`src/sd_proto_pkg.sv`:
```
//~~~~~~~~~~~~~~~~~~~~~~~~~~~~~~~~~~~~~~~~~~~~~~~~
// SD bus protocol constants: command indices,
// command arguments, response bit positions,
// frame and response types, card type
//~~~~~~~~~~~~~~~~~~~~~~~~~~~~~~~~~~~~~~~~~~~~~~~~
package sd_proto_pkg;

	localparam logic [5:0] CMD_GO_IDLE       = 6'd0;
	localparam logic [5:0] CMD_ALL_SEND_CID  = 6'd2;
	localparam logic [5:0] CMD_SEND_RCA      = 6'd3;
	localparam logic [5:0] ACMD_BUS_WIDTH    = 6'd6;
	localparam logic [5:0] CMD_SELECT        = 6'd7;
	localparam logic [5:0] CMD_SEND_IF_COND  = 6'd8;
	localparam logic [5:0] CMD_READ_SINGLE   = 6'd17;
	localparam logic [5:0] ACMD_SEND_OP_COND = 6'd41;
	localparam logic [5:0] CMD_APP           = 6'd55;

	localparam logic [31:0] IF_COND_ARG     = 32'h0000_01aa; // 2.7-3.6 v, pattern aa
	localparam logic [31:0] OCR_HCS_ARG     = 32'h40ff_8000; // hcs set, full voltage window
	localparam logic [31:0] OCR_STD_ARG     = 32'h00ff_8000;
	localparam logic [31:0] BUS_WIDTH_4_ARG = 32'h0000_0002;

	// positions inside the 48-bit response, start bit at 47
	localparam int RESP_IDX_LSB = 40;
	localparam int RESP_ARG_LSB = 8;
	localparam int OCR_BUSY_BIT = 39; // ocr[31], high once power-up is done
	localparam int OCR_CCS_BIT  = 38; // ocr[30]
	localparam int APP_CMD_BIT  = 13; // card status bit 5

	typedef logic [37:0] cmd_frame_t; // index and argument
	typedef logic [47:0] resp_t;
	typedef enum logic [1:0] {CARD_NONE, CARD_V1_SDSC, CARD_V2_SDSC, CARD_SDHC} card_type_e;

endpackage

```
`src/sd_timing_pkg.sv`:
```
//~~~~~~~~~~~~~~~~~~~~~~~~~~~~~~~~~~~~~~~~~~~~~~~~
// SD host timing: clock dividers, wait counts,
// timeouts, block and response sizes
//~~~~~~~~~~~~~~~~~~~~~~~~~~~~~~~~~~~~~~~~~~~~~~~~
package sd_timing_pkg;

	localparam int INIT_HALF = 8; // sys_clk cycles per half sd_clk, init rate
	localparam int DATA_HALF = 2; // transfer rate

	localparam int POWERUP_TICKS   = 80;  // sd_clk periods before cmd0
	localparam int RESP_TIMEOUT    = 80;  // ticks allowed to a response start bit
	localparam int NCC_TICKS       = 8;   // idle ticks after a response
	localparam int DATA_TIMEOUT    = 400; // ticks allowed to the data start nibble
	localparam int DATA_TAIL_TICKS = 17;  // crc16 plus end nibble

	localparam int BLOCK_BYTES = 512;
	localparam int SHORT_BITS  = 48;
	localparam int LONG_BITS   = 136;

endpackage

```
`src/sd_card_ctrl.sv`:
```
//~~~~~~~~~~~~~~~~~~~~~~~~~~~~~~~~~~~~~~~~~~~~~~~~
// card controller FSM: power-up, identification,
// selection, bus width and single block reads
//~~~~~~~~~~~~~~~~~~~~~~~~~~~~~~~~~~~~~~~~~~~~~~~~
`timescale 1ns/1ns
module sd_card_ctrl (
	input  logic                     sys_clk,
	input  logic                     rst_n,
	input  logic                     rise_tick,
	input  logic                     rd_req,
	input  logic [31:0]              rd_block,
	input  logic                     cmd_sent,
	input  logic                     resp_done,
	input  logic                     resp_timeout,
	input  sd_proto_pkg::resp_t      resp_data,
	input  logic                     data_done,
	input  logic                     data_timeout,
	output logic                     fast_mode,
	output logic                     cmd_start,
	output sd_proto_pkg::cmd_frame_t cmd_frame,
	output logic                     resp_start,
	output logic                     resp_long,
	output logic                     data_start,
	output logic                     card_ready,
	output logic                     init_error,
	output logic                     rd_busy,
	output logic                     rd_done,
	output logic                     rd_error
);
	import sd_proto_pkg::*;
	import sd_timing_pkg::*;

	localparam int WW = $clog2(POWERUP_TICKS);

	typedef enum logic [3:0] {
		S_POWERUP, S_CMD0, S_GAP, S_CMD8, S_CMD55, S_ACMD41, S_CMD2,
		S_CMD3, S_CMD7, S_ACMD6, S_READY, S_READ, S_ERROR
	} ctrl_state_e;

	ctrl_state_e   state;
	card_type_e    card_type;
	logic [15:0]   rca;
	logic [31:0]   blk_addr;
	logic [WW-1:0] wait_cnt;
	logic          issued;   // command of this state is out
	logic          is_cmd;
	logic          got_resp;

	assign is_cmd     = !(state inside {S_POWERUP, S_GAP, S_READY, S_ERROR});
	assign got_resp   = issued & resp_done;
	assign card_ready = (state == S_READY) || (state == S_READ);
	assign rd_busy    = (state == S_READ);
	assign init_error = (state == S_ERROR);
	assign resp_long  = (state == S_CMD2); // r2 carries the cid

	always_comb
	begin
		case (state)
			S_CMD8:   cmd_frame = {CMD_SEND_IF_COND, IF_COND_ARG};
			S_CMD55:  cmd_frame = {CMD_APP, rca, 16'h0000}; // rca still 0 during init
			S_ACMD41: cmd_frame = {ACMD_SEND_OP_COND,
				(card_type == CARD_V1_SDSC) ? OCR_STD_ARG : OCR_HCS_ARG};
			S_CMD2:   cmd_frame = {CMD_ALL_SEND_CID, 32'h0};
			S_CMD3:   cmd_frame = {CMD_SEND_RCA, 32'h0};
			S_CMD7:   cmd_frame = {CMD_SELECT, rca, 16'h0000};
			S_ACMD6:  cmd_frame = {ACMD_BUS_WIDTH, BUS_WIDTH_4_ARG};
			S_READ:   cmd_frame = {CMD_READ_SINGLE, blk_addr};
			default:  cmd_frame = {CMD_GO_IDLE, 32'h0};
		endcase
	end

	// sdsc cards take a byte address
	always_ff @(posedge sys_clk)
	begin
		if (state == S_READY && rd_req)
			blk_addr <= (card_type == CARD_SDHC) ? rd_block : {rd_block[22:0], 9'b0};
	end

	always_ff @(posedge sys_clk or negedge rst_n)
	begin
		if (!rst_n)
		begin
			state      <= S_POWERUP;
			card_type  <= CARD_NONE;
			rca        <= '0;
			wait_cnt   <= '0;
			issued     <= 1'b0;
			fast_mode  <= 1'b0;
			cmd_start  <= 1'b0;
			resp_start <= 1'b0;
			data_start <= 1'b0;
			rd_done    <= 1'b0;
			rd_error   <= 1'b0;
		end
		else
		begin
			cmd_start  <= 1'b0;
			resp_start <= 1'b0;
			data_start <= 1'b0;
			rd_done    <= 1'b0;
			rd_error   <= 1'b0;
			if (is_cmd && !issued)
			begin
				cmd_start  <= 1'b1;
				resp_start <= (state != S_CMD0); // cmd0 has no response
				data_start <= (state == S_READ);
				issued     <= 1'b1;
			end
			case (state)
				S_POWERUP:
					if (rise_tick)
					begin
						if (wait_cnt == WW'(POWERUP_TICKS - 1))
							state <= S_CMD0;
						wait_cnt <= wait_cnt + 1'b1;
					end
				S_CMD0:
					if (issued && cmd_sent)
					begin
						issued   <= 1'b0;
						wait_cnt <= '0;
						state    <= S_GAP;
					end
				S_GAP:
					if (rise_tick)
					begin
						wait_cnt <= wait_cnt + 1'b1;
						if (wait_cnt == WW'(NCC_TICKS - 1))
							state <= (card_type == CARD_V1_SDSC) ? S_CMD55 : S_CMD8;
					end
				S_CMD8:
					if (got_resp)
					begin
						issued <= 1'b0;
						if (resp_timeout)
						begin
							card_type <= CARD_V1_SDSC; // silent card, second cmd0
							state     <= S_CMD0;
						end
						else if (resp_data[RESP_IDX_LSB +: 6] == CMD_SEND_IF_COND &&
							resp_data[RESP_ARG_LSB +: 12] == IF_COND_ARG[11:0])
						begin
							card_type <= CARD_V2_SDSC;
							state     <= S_CMD55;
						end
						else
							state <= S_ERROR;
					end
				S_CMD55:
					if (got_resp)
					begin
						issued <= 1'b0;
						if (resp_timeout || !resp_data[APP_CMD_BIT])
							state <= S_ERROR;
						else
							state <= fast_mode ? S_ACMD6 : S_ACMD41;
					end
				S_ACMD41:
					if (got_resp)
					begin
						issued <= 1'b0;
						if (resp_timeout)
							state <= S_ERROR;
						else if (!resp_data[OCR_BUSY_BIT])
							state <= S_CMD55; // card still busy
						else
						begin
							if (resp_data[OCR_CCS_BIT] && card_type == CARD_V2_SDSC)
								card_type <= CARD_SDHC;
							state <= S_CMD2;
						end
					end
				S_CMD2:
					if (got_resp)
					begin
						issued <= 1'b0;
						state  <= resp_timeout ? S_ERROR : S_CMD3;
					end
				S_CMD3:
					if (got_resp)
					begin
						issued <= 1'b0;
						if (resp_timeout)
							state <= S_ERROR;
						else
						begin
							rca       <= resp_data[RESP_ARG_LSB + 16 +: 16];
							fast_mode <= 1'b1;
							state     <= S_CMD7;
						end
					end
				S_CMD7:
					if (got_resp)
					begin
						issued <= 1'b0;
						state  <= resp_timeout ? S_ERROR : S_CMD55;
					end
				S_ACMD6:
					if (got_resp)
					begin
						issued <= 1'b0;
						state  <= resp_timeout ? S_ERROR : S_READY;
					end
				S_READY:
					if (rd_req)
						state <= S_READ;
				S_READ:
					if (issued && data_done) // r1 ends well before the block
					begin
						issued   <= 1'b0;
						rd_done  <= 1'b1;
						rd_error <= data_timeout;
						state    <= S_READY;
					end
				default:
					state <= S_ERROR;
			endcase
		end
	end

endmodule

```
`src/sd_clk_gen.sv`:
```
//~~~~~~~~~~~~~~~~~~~~~~~~~~~~~~~~~~~~~~~~~~~~~~~~
// sd_clk divider with init and transfer rates,
// rise and fall tick strobes
//~~~~~~~~~~~~~~~~~~~~~~~~~~~~~~~~~~~~~~~~~~~~~~~~
`timescale 1ns/1ns
module sd_clk_gen (
	input  logic sys_clk,
	input  logic rst_n,
	input  logic fast_mode,
	output logic sd_clk,
	output logic rise_tick,
	output logic fall_tick
);
	import sd_timing_pkg::*;

	localparam int CW = $clog2(INIT_HALF);

	logic [CW-1:0] half_cnt;
	logic [CW-1:0] half_max;
	logic          half_end;

	assign half_max = fast_mode ? CW'(DATA_HALF - 1) : CW'(INIT_HALF - 1);
	assign half_end = (half_cnt >= half_max); // catches a rate switch mid-count

	always_ff @(posedge sys_clk or negedge rst_n)
	begin
		if (!rst_n)
		begin
			half_cnt  <= '0;
			sd_clk    <= 1'b0;
			rise_tick <= 1'b0;
			fall_tick <= 1'b0;
		end
		else
		begin
			rise_tick <= half_end & ~sd_clk; // high in the cycle sd_clk goes high
			fall_tick <= half_end & sd_clk;
			if (half_end)
			begin
				half_cnt <= '0;
				sd_clk   <= ~sd_clk;
			end
			else
				half_cnt <= half_cnt + 1'b1;
		end
	end

endmodule

```
`src/sd_cmd_tx.sv`:
```
//~~~~~~~~~~~~~~~~~~~~~~~~~~~~~~~~~~~~~~~~~~~~~~~~
// command line serializer: 48-bit frame with
// bit-serial crc7 and end bit
//~~~~~~~~~~~~~~~~~~~~~~~~~~~~~~~~~~~~~~~~~~~~~~~~
`timescale 1ns/1ns
module sd_cmd_tx (
	input  logic                     sys_clk,
	input  logic                     rst_n,
	input  logic                     fall_tick,
	input  logic                     cmd_start,
	input  sd_proto_pkg::cmd_frame_t cmd_frame,
	output logic                     cmd_oe,
	output logic                     cmd_out,
	output logic                     cmd_sent
);
	import sd_timing_pkg::*;

	localparam int BODY_BITS = SHORT_BITS - 8; // start, transmit, index, argument

	logic [BODY_BITS-1:0] shift_q;
	logic [6:0]           crc_q;
	logic [5:0]           bit_cnt;
	logic                 busy;
	logic                 crc_fb;

	assign crc_fb = shift_q[BODY_BITS-1] ^ crc_q[6]; // x^7 + x^3 + 1

	always_ff @(posedge sys_clk)
	begin
		if (cmd_start && !busy)
			shift_q <= {2'b01, cmd_frame};
		else if (busy && fall_tick && bit_cnt < 6'(BODY_BITS))
			shift_q <= shift_q << 1;
	end

	always_ff @(posedge sys_clk or negedge rst_n)
	begin
		if (!rst_n)
		begin
			busy     <= 1'b0;
			bit_cnt  <= '0;
			crc_q    <= '0;
			cmd_oe   <= 1'b0;
			cmd_out  <= 1'b1;
			cmd_sent <= 1'b0;
		end
		else
		begin
			cmd_sent <= 1'b0;
			if (cmd_start && !busy)
			begin
				busy    <= 1'b1;
				bit_cnt <= '0;
				crc_q   <= '0;
			end
			else if (busy && fall_tick)
			begin
				if (bit_cnt == 6'(SHORT_BITS))
				begin
					// this fall ends the end bit, line goes back to the card
					busy     <= 1'b0;
					cmd_oe   <= 1'b0;
					cmd_out  <= 1'b1;
					cmd_sent <= 1'b1;
				end
				else
				begin
					cmd_oe  <= 1'b1;
					bit_cnt <= bit_cnt + 1'b1;
					if (bit_cnt < 6'(BODY_BITS))
					begin
						cmd_out <= shift_q[BODY_BITS-1];
						crc_q   <= {crc_q[5:0], crc_fb} ^ {3'b000, crc_fb, 3'b000};
					end
					else if (bit_cnt < 6'(SHORT_BITS - 1))
					begin
						cmd_out <= crc_q[6]; // crc msb first
						crc_q   <= {crc_q[5:0], 1'b0};
					end
					else
						cmd_out <= 1'b1; // end bit
				end
			end
		end
	end

endmodule

```
`src/sd_data_rx.sv`:
```
//~~~~~~~~~~~~~~~~~~~~~~~~~~~~~~~~~~~~~~~~~~~~~~~~
// 4-bit block receiver: start nibble hunt with
// timeout, nibble pairing, tail skip
//~~~~~~~~~~~~~~~~~~~~~~~~~~~~~~~~~~~~~~~~~~~~~~~~
`timescale 1ns/1ns
module sd_data_rx (
	input  logic       sys_clk,
	input  logic       rst_n,
	input  logic       rise_tick,
	input  logic       data_start,
	input  logic       cmd_sent,
	input  logic [3:0] dat_in,
	output logic       rd_valid,
	output logic [7:0] rd_data,
	output logic       data_done,
	output logic       data_timeout
);
	import sd_timing_pkg::*;

	localparam int TW = $clog2(DATA_TIMEOUT);
	localparam int CW = $clog2(BLOCK_BYTES);

	typedef enum logic [2:0] {D_IDLE, D_WAIT, D_HUNT, D_DATA, D_TAIL} dx_state_e;

	dx_state_e     state;
	logic [TW-1:0] tick_cnt;
	logic [CW-1:0] byte_cnt;
	logic          low_half; // next nibble completes a byte
	logic [3:0]    hi_nib;

	always_ff @(posedge sys_clk)
	begin
		if (state == D_DATA && rise_tick)
		begin
			if (!low_half)
				hi_nib <= dat_in;
			else
				rd_data <= {hi_nib, dat_in}; // high nibble first
		end
	end

	always_ff @(posedge sys_clk or negedge rst_n)
	begin
		if (!rst_n)
		begin
			state        <= D_IDLE;
			tick_cnt     <= '0;
			byte_cnt     <= '0;
			low_half     <= 1'b0;
			rd_valid     <= 1'b0;
			data_done    <= 1'b0;
			data_timeout <= 1'b0;
		end
		else
		begin
			rd_valid     <= 1'b0;
			data_done    <= 1'b0;
			data_timeout <= 1'b0;
			case (state)
				D_IDLE:
					if (data_start)
						state <= D_WAIT;
				D_WAIT:
					if (cmd_sent)
					begin
						tick_cnt <= '0;
						state    <= D_HUNT;
					end
				D_HUNT:
					if (rise_tick)
					begin
						if (dat_in == 4'h0)
						begin
							byte_cnt <= '0;
							low_half <= 1'b0;
							state    <= D_DATA;
						end
						else if (tick_cnt == TW'(DATA_TIMEOUT - 1))
						begin
							data_done    <= 1'b1;
							data_timeout <= 1'b1;
							state        <= D_IDLE;
						end
						else
							tick_cnt <= tick_cnt + 1'b1;
					end
				D_DATA:
					if (rise_tick)
					begin
						low_half <= ~low_half;
						if (low_half)
						begin
							rd_valid <= 1'b1;
							byte_cnt <= byte_cnt + 1'b1;
							if (byte_cnt == CW'(BLOCK_BYTES - 1))
							begin
								tick_cnt <= '0;
								state    <= D_TAIL;
							end
						end
					end
				D_TAIL:
					if (rise_tick) // crc16 and end nibble, not checked
					begin
						if (tick_cnt == TW'(DATA_TAIL_TICKS - 1))
						begin
							data_done <= 1'b1;
							state     <= D_IDLE;
						end
						else
							tick_cnt <= tick_cnt + 1'b1;
					end
				default:
					state <= D_IDLE;
			endcase
		end
	end

endmodule

```
`src/sd_host_top.sv`:
```
//~~~~~~~~~~~~~~~~~~~~~~~~~~~~~~~~~~~~~~~~~~~~~~~~
// SD host top: controller, clock divider and
// command, response and data paths
//~~~~~~~~~~~~~~~~~~~~~~~~~~~~~~~~~~~~~~~~~~~~~~~~
`timescale 1ns/1ns
module sd_host_top (
	input  logic        sys_clk,
	input  logic        rst_n,
	input  logic        rd_req,
	input  logic [31:0] rd_block,
	input  logic        cmd_in,
	input  logic [3:0]  dat_in,
	output logic        sd_clk,
	output logic        cmd_oe,
	output logic        cmd_out,
	output logic        card_ready,
	output logic        init_error,
	output logic        rd_busy,
	output logic        rd_valid,
	output logic [7:0]  rd_data,
	output logic        rd_done,
	output logic        rd_error
);
	import sd_proto_pkg::*;

	logic       fast_mode;
	logic       rise_tick;
	logic       fall_tick;
	logic       cmd_start;
	cmd_frame_t cmd_frame;
	logic       cmd_sent;
	logic       resp_start;
	logic       resp_long;
	logic       resp_done;
	logic       resp_timeout;
	resp_t      resp_data;
	logic       data_start;
	logic       data_done;
	logic       data_timeout;

	sd_clk_gen u_clk_gen (
		.sys_clk   (sys_clk),
		.rst_n     (rst_n),
		.fast_mode (fast_mode),
		.sd_clk    (sd_clk),
		.rise_tick (rise_tick),
		.fall_tick (fall_tick)
	);

	sd_cmd_tx u_cmd_tx (
		.sys_clk   (sys_clk),
		.rst_n     (rst_n),
		.fall_tick (fall_tick),
		.cmd_start (cmd_start),
		.cmd_frame (cmd_frame),
		.cmd_oe    (cmd_oe),
		.cmd_out   (cmd_out),
		.cmd_sent  (cmd_sent)
	);

	sd_resp_rx u_resp_rx (
		.sys_clk      (sys_clk),
		.rst_n        (rst_n),
		.rise_tick    (rise_tick),
		.resp_start   (resp_start),
		.resp_long    (resp_long),
		.cmd_sent     (cmd_sent),
		.cmd_in       (cmd_in),
		.resp_done    (resp_done),
		.resp_timeout (resp_timeout),
		.resp_data    (resp_data)
	);

	sd_data_rx u_data_rx (
		.sys_clk      (sys_clk),
		.rst_n        (rst_n),
		.rise_tick    (rise_tick),
		.data_start   (data_start),
		.cmd_sent     (cmd_sent),
		.dat_in       (dat_in),
		.rd_valid     (rd_valid),
		.rd_data      (rd_data),
		.data_done    (data_done),
		.data_timeout (data_timeout)
	);

	sd_card_ctrl u_ctrl (
		.sys_clk      (sys_clk),
		.rst_n        (rst_n),
		.rise_tick    (rise_tick),
		.rd_req       (rd_req),
		.rd_block     (rd_block),
		.cmd_sent     (cmd_sent),
		.resp_done    (resp_done),
		.resp_timeout (resp_timeout),
		.resp_data    (resp_data),
		.data_done    (data_done),
		.data_timeout (data_timeout),
		.fast_mode    (fast_mode),
		.cmd_start    (cmd_start),
		.cmd_frame    (cmd_frame),
		.resp_start   (resp_start),
		.resp_long    (resp_long),
		.data_start   (data_start),
		.card_ready   (card_ready),
		.init_error   (init_error),
		.rd_busy      (rd_busy),
		.rd_done      (rd_done),
		.rd_error     (rd_error)
	);

endmodule

```
`src/sd_resp_rx.sv`:
```
//~~~~~~~~~~~~~~~~~~~~~~~~~~~~~~~~~~~~~~~~~~~~~~~~
// command response receiver: start bit hunt with
// timeout, short or long shift, ncc wait
//~~~~~~~~~~~~~~~~~~~~~~~~~~~~~~~~~~~~~~~~~~~~~~~~
`timescale 1ns/1ns
module sd_resp_rx (
	input  logic                sys_clk,
	input  logic                rst_n,
	input  logic                rise_tick,
	input  logic                resp_start,
	input  logic                resp_long,
	input  logic                cmd_sent,
	input  logic                cmd_in,
	output logic                resp_done,
	output logic                resp_timeout,
	output sd_proto_pkg::resp_t resp_data
);
	import sd_timing_pkg::*;

	localparam int BW = $clog2(LONG_BITS);
	localparam int TW = $clog2(RESP_TIMEOUT);

	typedef enum logic [2:0] {R_IDLE, R_WAIT, R_HUNT, R_SHIFT, R_NCC} rx_state_e;

	rx_state_e     state;
	logic          long_q;
	logic [BW-1:0] bit_cnt;
	logic [BW-1:0] last_bit;
	logic [TW-1:0] tick_cnt;

	assign last_bit = long_q ? BW'(LONG_BITS - 1) : BW'(SHORT_BITS - 1);

	// only the last 48 bits stay, enough for every field checked
	always_ff @(posedge sys_clk)
	begin
		if (rise_tick && ((state == R_HUNT && !cmd_in) || state == R_SHIFT))
			resp_data <= {resp_data[46:0], cmd_in};
	end

	always_ff @(posedge sys_clk or negedge rst_n)
	begin
		if (!rst_n)
		begin
			state        <= R_IDLE;
			long_q       <= 1'b0;
			bit_cnt      <= '0;
			tick_cnt     <= '0;
			resp_done    <= 1'b0;
			resp_timeout <= 1'b0;
		end
		else
		begin
			resp_done    <= 1'b0;
			resp_timeout <= 1'b0;
			case (state)
				R_IDLE:
					if (resp_start)
					begin
						long_q <= resp_long;
						state  <= R_WAIT;
					end
				R_WAIT:
					if (cmd_sent) // command line released
					begin
						tick_cnt <= '0;
						state    <= R_HUNT;
					end
				R_HUNT:
					if (rise_tick)
					begin
						if (!cmd_in)
						begin
							bit_cnt <= BW'(1); // start bit counted
							state   <= R_SHIFT;
						end
						else if (tick_cnt == TW'(RESP_TIMEOUT - 1))
						begin
							resp_done    <= 1'b1;
							resp_timeout <= 1'b1;
							state        <= R_IDLE;
						end
						else
							tick_cnt <= tick_cnt + 1'b1;
					end
				R_SHIFT:
					if (rise_tick)
					begin
						bit_cnt <= bit_cnt + 1'b1;
						if (bit_cnt == last_bit)
						begin
							tick_cnt <= '0;
							state    <= R_NCC;
						end
					end
				R_NCC:
					if (rise_tick)
					begin
						if (tick_cnt == TW'(NCC_TICKS - 1))
						begin
							resp_done <= 1'b1;
							state     <= R_IDLE;
						end
						else
							tick_cnt <= tick_cnt + 1'b1;
					end
				default:
					state <= R_IDLE;
			endcase
		end
	end

endmodule

```
`config.mk`:
```
export PLATFORM = sky130hd
export DESIGN_NAME = sd_host_top
export DESIGN_NICKNAME = d
export VERILOG_FILES = /design/src/sd_proto_pkg.sv /design/src/sd_timing_pkg.sv /design/src/sd_card_ctrl.sv /design/src/sd_clk_gen.sv /design/src/sd_cmd_tx.sv /design/src/sd_data_rx.sv /design/src/sd_host_top.sv /design/src/sd_resp_rx.sv
export SDC_FILE = /design/constraint.sdc
export NUM_CORES = 1
export LEC_CHECK = 0
export ABC_AREA = 1
export BUFFER_PORTS_ARGS = -buffer_cell sky130_fd_sc_hd__buf_4
export CAP_MARGIN = 20
export CORE_MARGIN = 2
export CORE_UTILIZATION = 55
export CTS_CLUSTER_SIZE = 30
export DETAILED_ROUTE_END_ITERATION = 8
export GPL_TIMING_DRIVEN = 1
export PLACE_DENSITY = 0.75
export SLEW_MARGIN = 20
export SYNTH_ARGS = -nofsm -noshare
export SYNTH_HDL_FRONTEND = slang
export SYNTH_SLANG_ARGS = --single-unit
```
`constraint.sdc`:
```
create_clock -name sys_clk -period 3.5 [get_ports sys_clk]
set_clock_uncertainty 0.1 [all_clocks]
set_input_delay 0.175 -clock sys_clk [delete_from_list [all_inputs] [get_ports sys_clk]]
set_output_delay 0.175 -clock sys_clk [all_outputs]
set_load 0.02 [all_outputs]
```
==> flow_summary_export.csv <==
group,metric,value,unit
run_status,status,"complete, no violations",
sta,fin_crit,2.58,ns
synthesis,synth.distinct_cells,42,
synthesis,postSynthCellCount,1186,
cts,cts_resized,0,
global_route,grt_pass1_vias,8186,
global_route,antenna_found_initial,0,
synthesis,ys_ff_latch,235,
pwr,power_density,432,nW/µm²
die,pin_count,57,
final_layout,final_cell_mix,"nand2_1, nor2_1, edfxtp_1",
routing,antenna_left,0,
global_route,grt_pass1_wl,38900,µm
setup_path,crit_arrival,2.75,ns
routing,drt_first_iter_violations,751,
sta,hold_viol,0,
synthesis,synth_fp_nets,1238,
sta,period_share,0.736,
global_route,grt_usage,0.222,
sta,slew_headroom,0.303,
routing,firstDrtPassIters,6,
setup_path,crit_type,"reg -> reg",
die,die_area,21000,µm²
sta,worst_pin_slew,1.04,ns
final_layout,area_growth_syn_to_layout,18.2,%
cts,cts_buffer_depth,3,
final_layout,diodes,0,
synthesis,synth-seq-area-share,0.596,
cts,cts_num_sinks,235,
die,core_area,19500,µm²
place,place.port_buffers,56,
setup_path,cp-end-kind,"flip-flop",
die,rows,51,
pwr,leakagePower,5.78,nW
routing,drcViolationCount,0,
cts,htreeDepth,1,
routing,via_count,8483,
routing,wirelength,23200,µm
global_route,grt_max_degree,46,
final_layout,final_util,0.664,
synthesis,yosys_warnings,0,
cts,cts_root_buffer,"clkbuf_16",
synthesis,ys_async_sr_fraction,0.447,
die,die_w,145,µm
setup_path,slowest_stage,"nand2_1",
final_layout,nFillCells,1519,
sta,finalSetupTns,0,ns
setup_path,crit_chain,"nand2_1 -> buf_4 -> o21ai_0 -> dlygate4sd3_1",
pwr,vdd_drop_max,449,µV
sta,rsz0062_at_grt,"false",
final_layout,nNetsFinal,1354,
global_route,grt.overflow.total,0,
cts,cts_setup_buffers,0,
routing,wire_per_inst,14.6,µm
routing,via_per_inst,5.35,
synthesis,synthesis.area,10900,µm²
sta,setup-violations-final,0,
cts,cts_buffers,25,
final_layout,regArea,6510,µm²
die,fp.dieH,145,µm
setup_path,cp_max_fo,34,
sta,drv_slew,0,
job,drv_cap,0,
sta,fmax,0.388,GHz
final_layout,drive_above_1_share,0.113,
setup_path,cp-start-kind,"flip-flop",
cts,clk_latency,0.52,ns
pwr,power,5.58,mW
cts,postCtsHoldBufs,47,
cts,clk_pin_slew,0.06,ns
cts,tritoncts,"yes",
final_layout,multi_input_area,3820,µm²
die,initial_core_util,0.562,
synthesis,syn_avg_cell_area,9.22,µm²
final_layout,final_common_cell,"nand2_1",
place,place_congestion,0.951,
synthesis,synth-main-ff-cell,"edfxtp_1",
synthesis,synth_edf_count,128,
min_path,hold_class,"in -> async",
place,dp_hpwl,15100,µm
setup_path,crit_required,3.67,ns
setup_path,slowest_delay,0.77,ns
[metrics by stage]
step / worst slack (ns) / hold WS (ns) / instances / area, µm²
finish: 0.924 / 0.0678 / 1586 / 12900
global route: 0.792 / 0.101 / 1586 / 12900
CTS: 0.980 / 0.0693 / 1586 / 12900
detailed placement: 1.16 / 0.0603 / 1493 / 11700
global placement: 1.26 / 0.0656 / 1493 / 11700
floorplan: 0.837 / -0.221 / 1186 / 10900
[per-layer routing]
metal  track usage  vias to the layer above  routed length [µm]  share of wire
met5             0                        -                   0              0
met4        0.0757                        0                 563          0.024
met3        0.0299                       52                1210          0.052
met2         0.361                      261               11100           0.48
met1         0.310                     4018               10400           0.45
li1              -                     4152                   -              -
[registers in the layout (all words and copies together), names as in the netlist, 7 cells and up]
signal and cells:
u_cmd_tx.shift_q 40, u_ctrl.rca 16, u_resp_rx.tick_cnt 7, u_ctrl.blk_addr 32
u_resp_rx.resp_data 46, u_cmd_tx.crc_q 7, u_resp_rx.bit_cnt 8, u_data_rx.rd_data 8
u_data_rx.tick_cnt 9, u_data_rx.byte_cnt 9, u_ctrl.wait_cnt 7
[critical path: cells and delay by family (launching register included)]
kind,cells,cell delay (ns)
AO/OA/AOI/OAI,1,0.10
flip-flops,1,0.40
buffers and inverters,2,0.93
AND/OR/NAND/NOR,1,0.77
[report_power, final]
group / total, mW / switching (mW) / internal (mW) / leakage (nW)
Clock: 2.55 / 1.06 / 1.50 / 0.396
Combinational: 0.127 / 0.0564 / 0.0703 / 2.94
Sequential: 2.90 / 0 / 2.90 / 2.44
Total: 5.58 / 1.11 / 4.47 / 5.78
[kinds of logic (layout without fill, tap and decap cells)]
kind of cell,count (synthesis),after routing,share of synthesized area
AOI/OAI and AO/OA,117,117,0.0576
DFF,235,235,0.596
buffers and inverters,154,289,0.0547
xor gates and xnor gates,12,12,0.00962
muxes,20,20,0.0237
and+or+nand+nor,636,636,0.245
adders and majority gates,12,12,0.0137
[worst paths after layout]
path / cells after the start / startpoint / endpoint / slack (ns)
setup / recovery: 4 / u_ctrl.card_type[1] / u_ctrl.blk_addr[15] / 0.92
hold / removal: 2 / rst_n / u_data_rx.tick_cnt[3] / 0.07
setup reg to reg: 4 / u_ctrl.card_type[1] / u_ctrl.blk_addr[15] / 0.92
hold reg to reg: 0 / u_data_rx.hi_nib[0] / u_data_rx.rd_data[4] / 0.32
max in group asynchronous: 3 / rst_n / u_cmd_tx.cmd_out / 2.38
min in group sys_clk: 7 / rd_req / u_ctrl.state[2] / 0.16
[cells in the mapped netlist (3+ instances only)]
library cell	instances	share of area
nor3b_1	4	0.0027
inv_2	3	0.0010
xor2_1	9	0.0072
nand2_1	347	0.12
or2_2	3	0.0017
nor3_1	13	0.0060
mux2_2	11	0.011
buf_2	7	0.0032
a31oi_1	10	0.0057
ha_1	12	0.014
nand2_2	3	0.0017
a21oi_1	35	0.016
o22ai_1	4	0.0023
inv_1	125	0.043
edfxtp_1	128	0.35
o31ai_1	3	0.0021
o21ai_0	59	0.027
nor2_2	5	0.0029
mux2_4	9	0.012
clkbuf_1	12	0.0041
dfrtp_1	104	0.24
buf_1	3	0.0010
nand3_1	88	0.040
nor2_1	140	0.048
nand4_1	25	0.014
xnor2_1	3	0.0024
[layout make-up]
class	count	area share
flip-flops and latches	235	0.504
well taps	265	0.0257
clock buffers	33	0.0547
repair buffers	113	0.0747
multi-input cells	797	0.296
inverters	130	0.0378
clock inverters	13	0.00736
No activity file was read; power rests on OpenSTA's default activity.
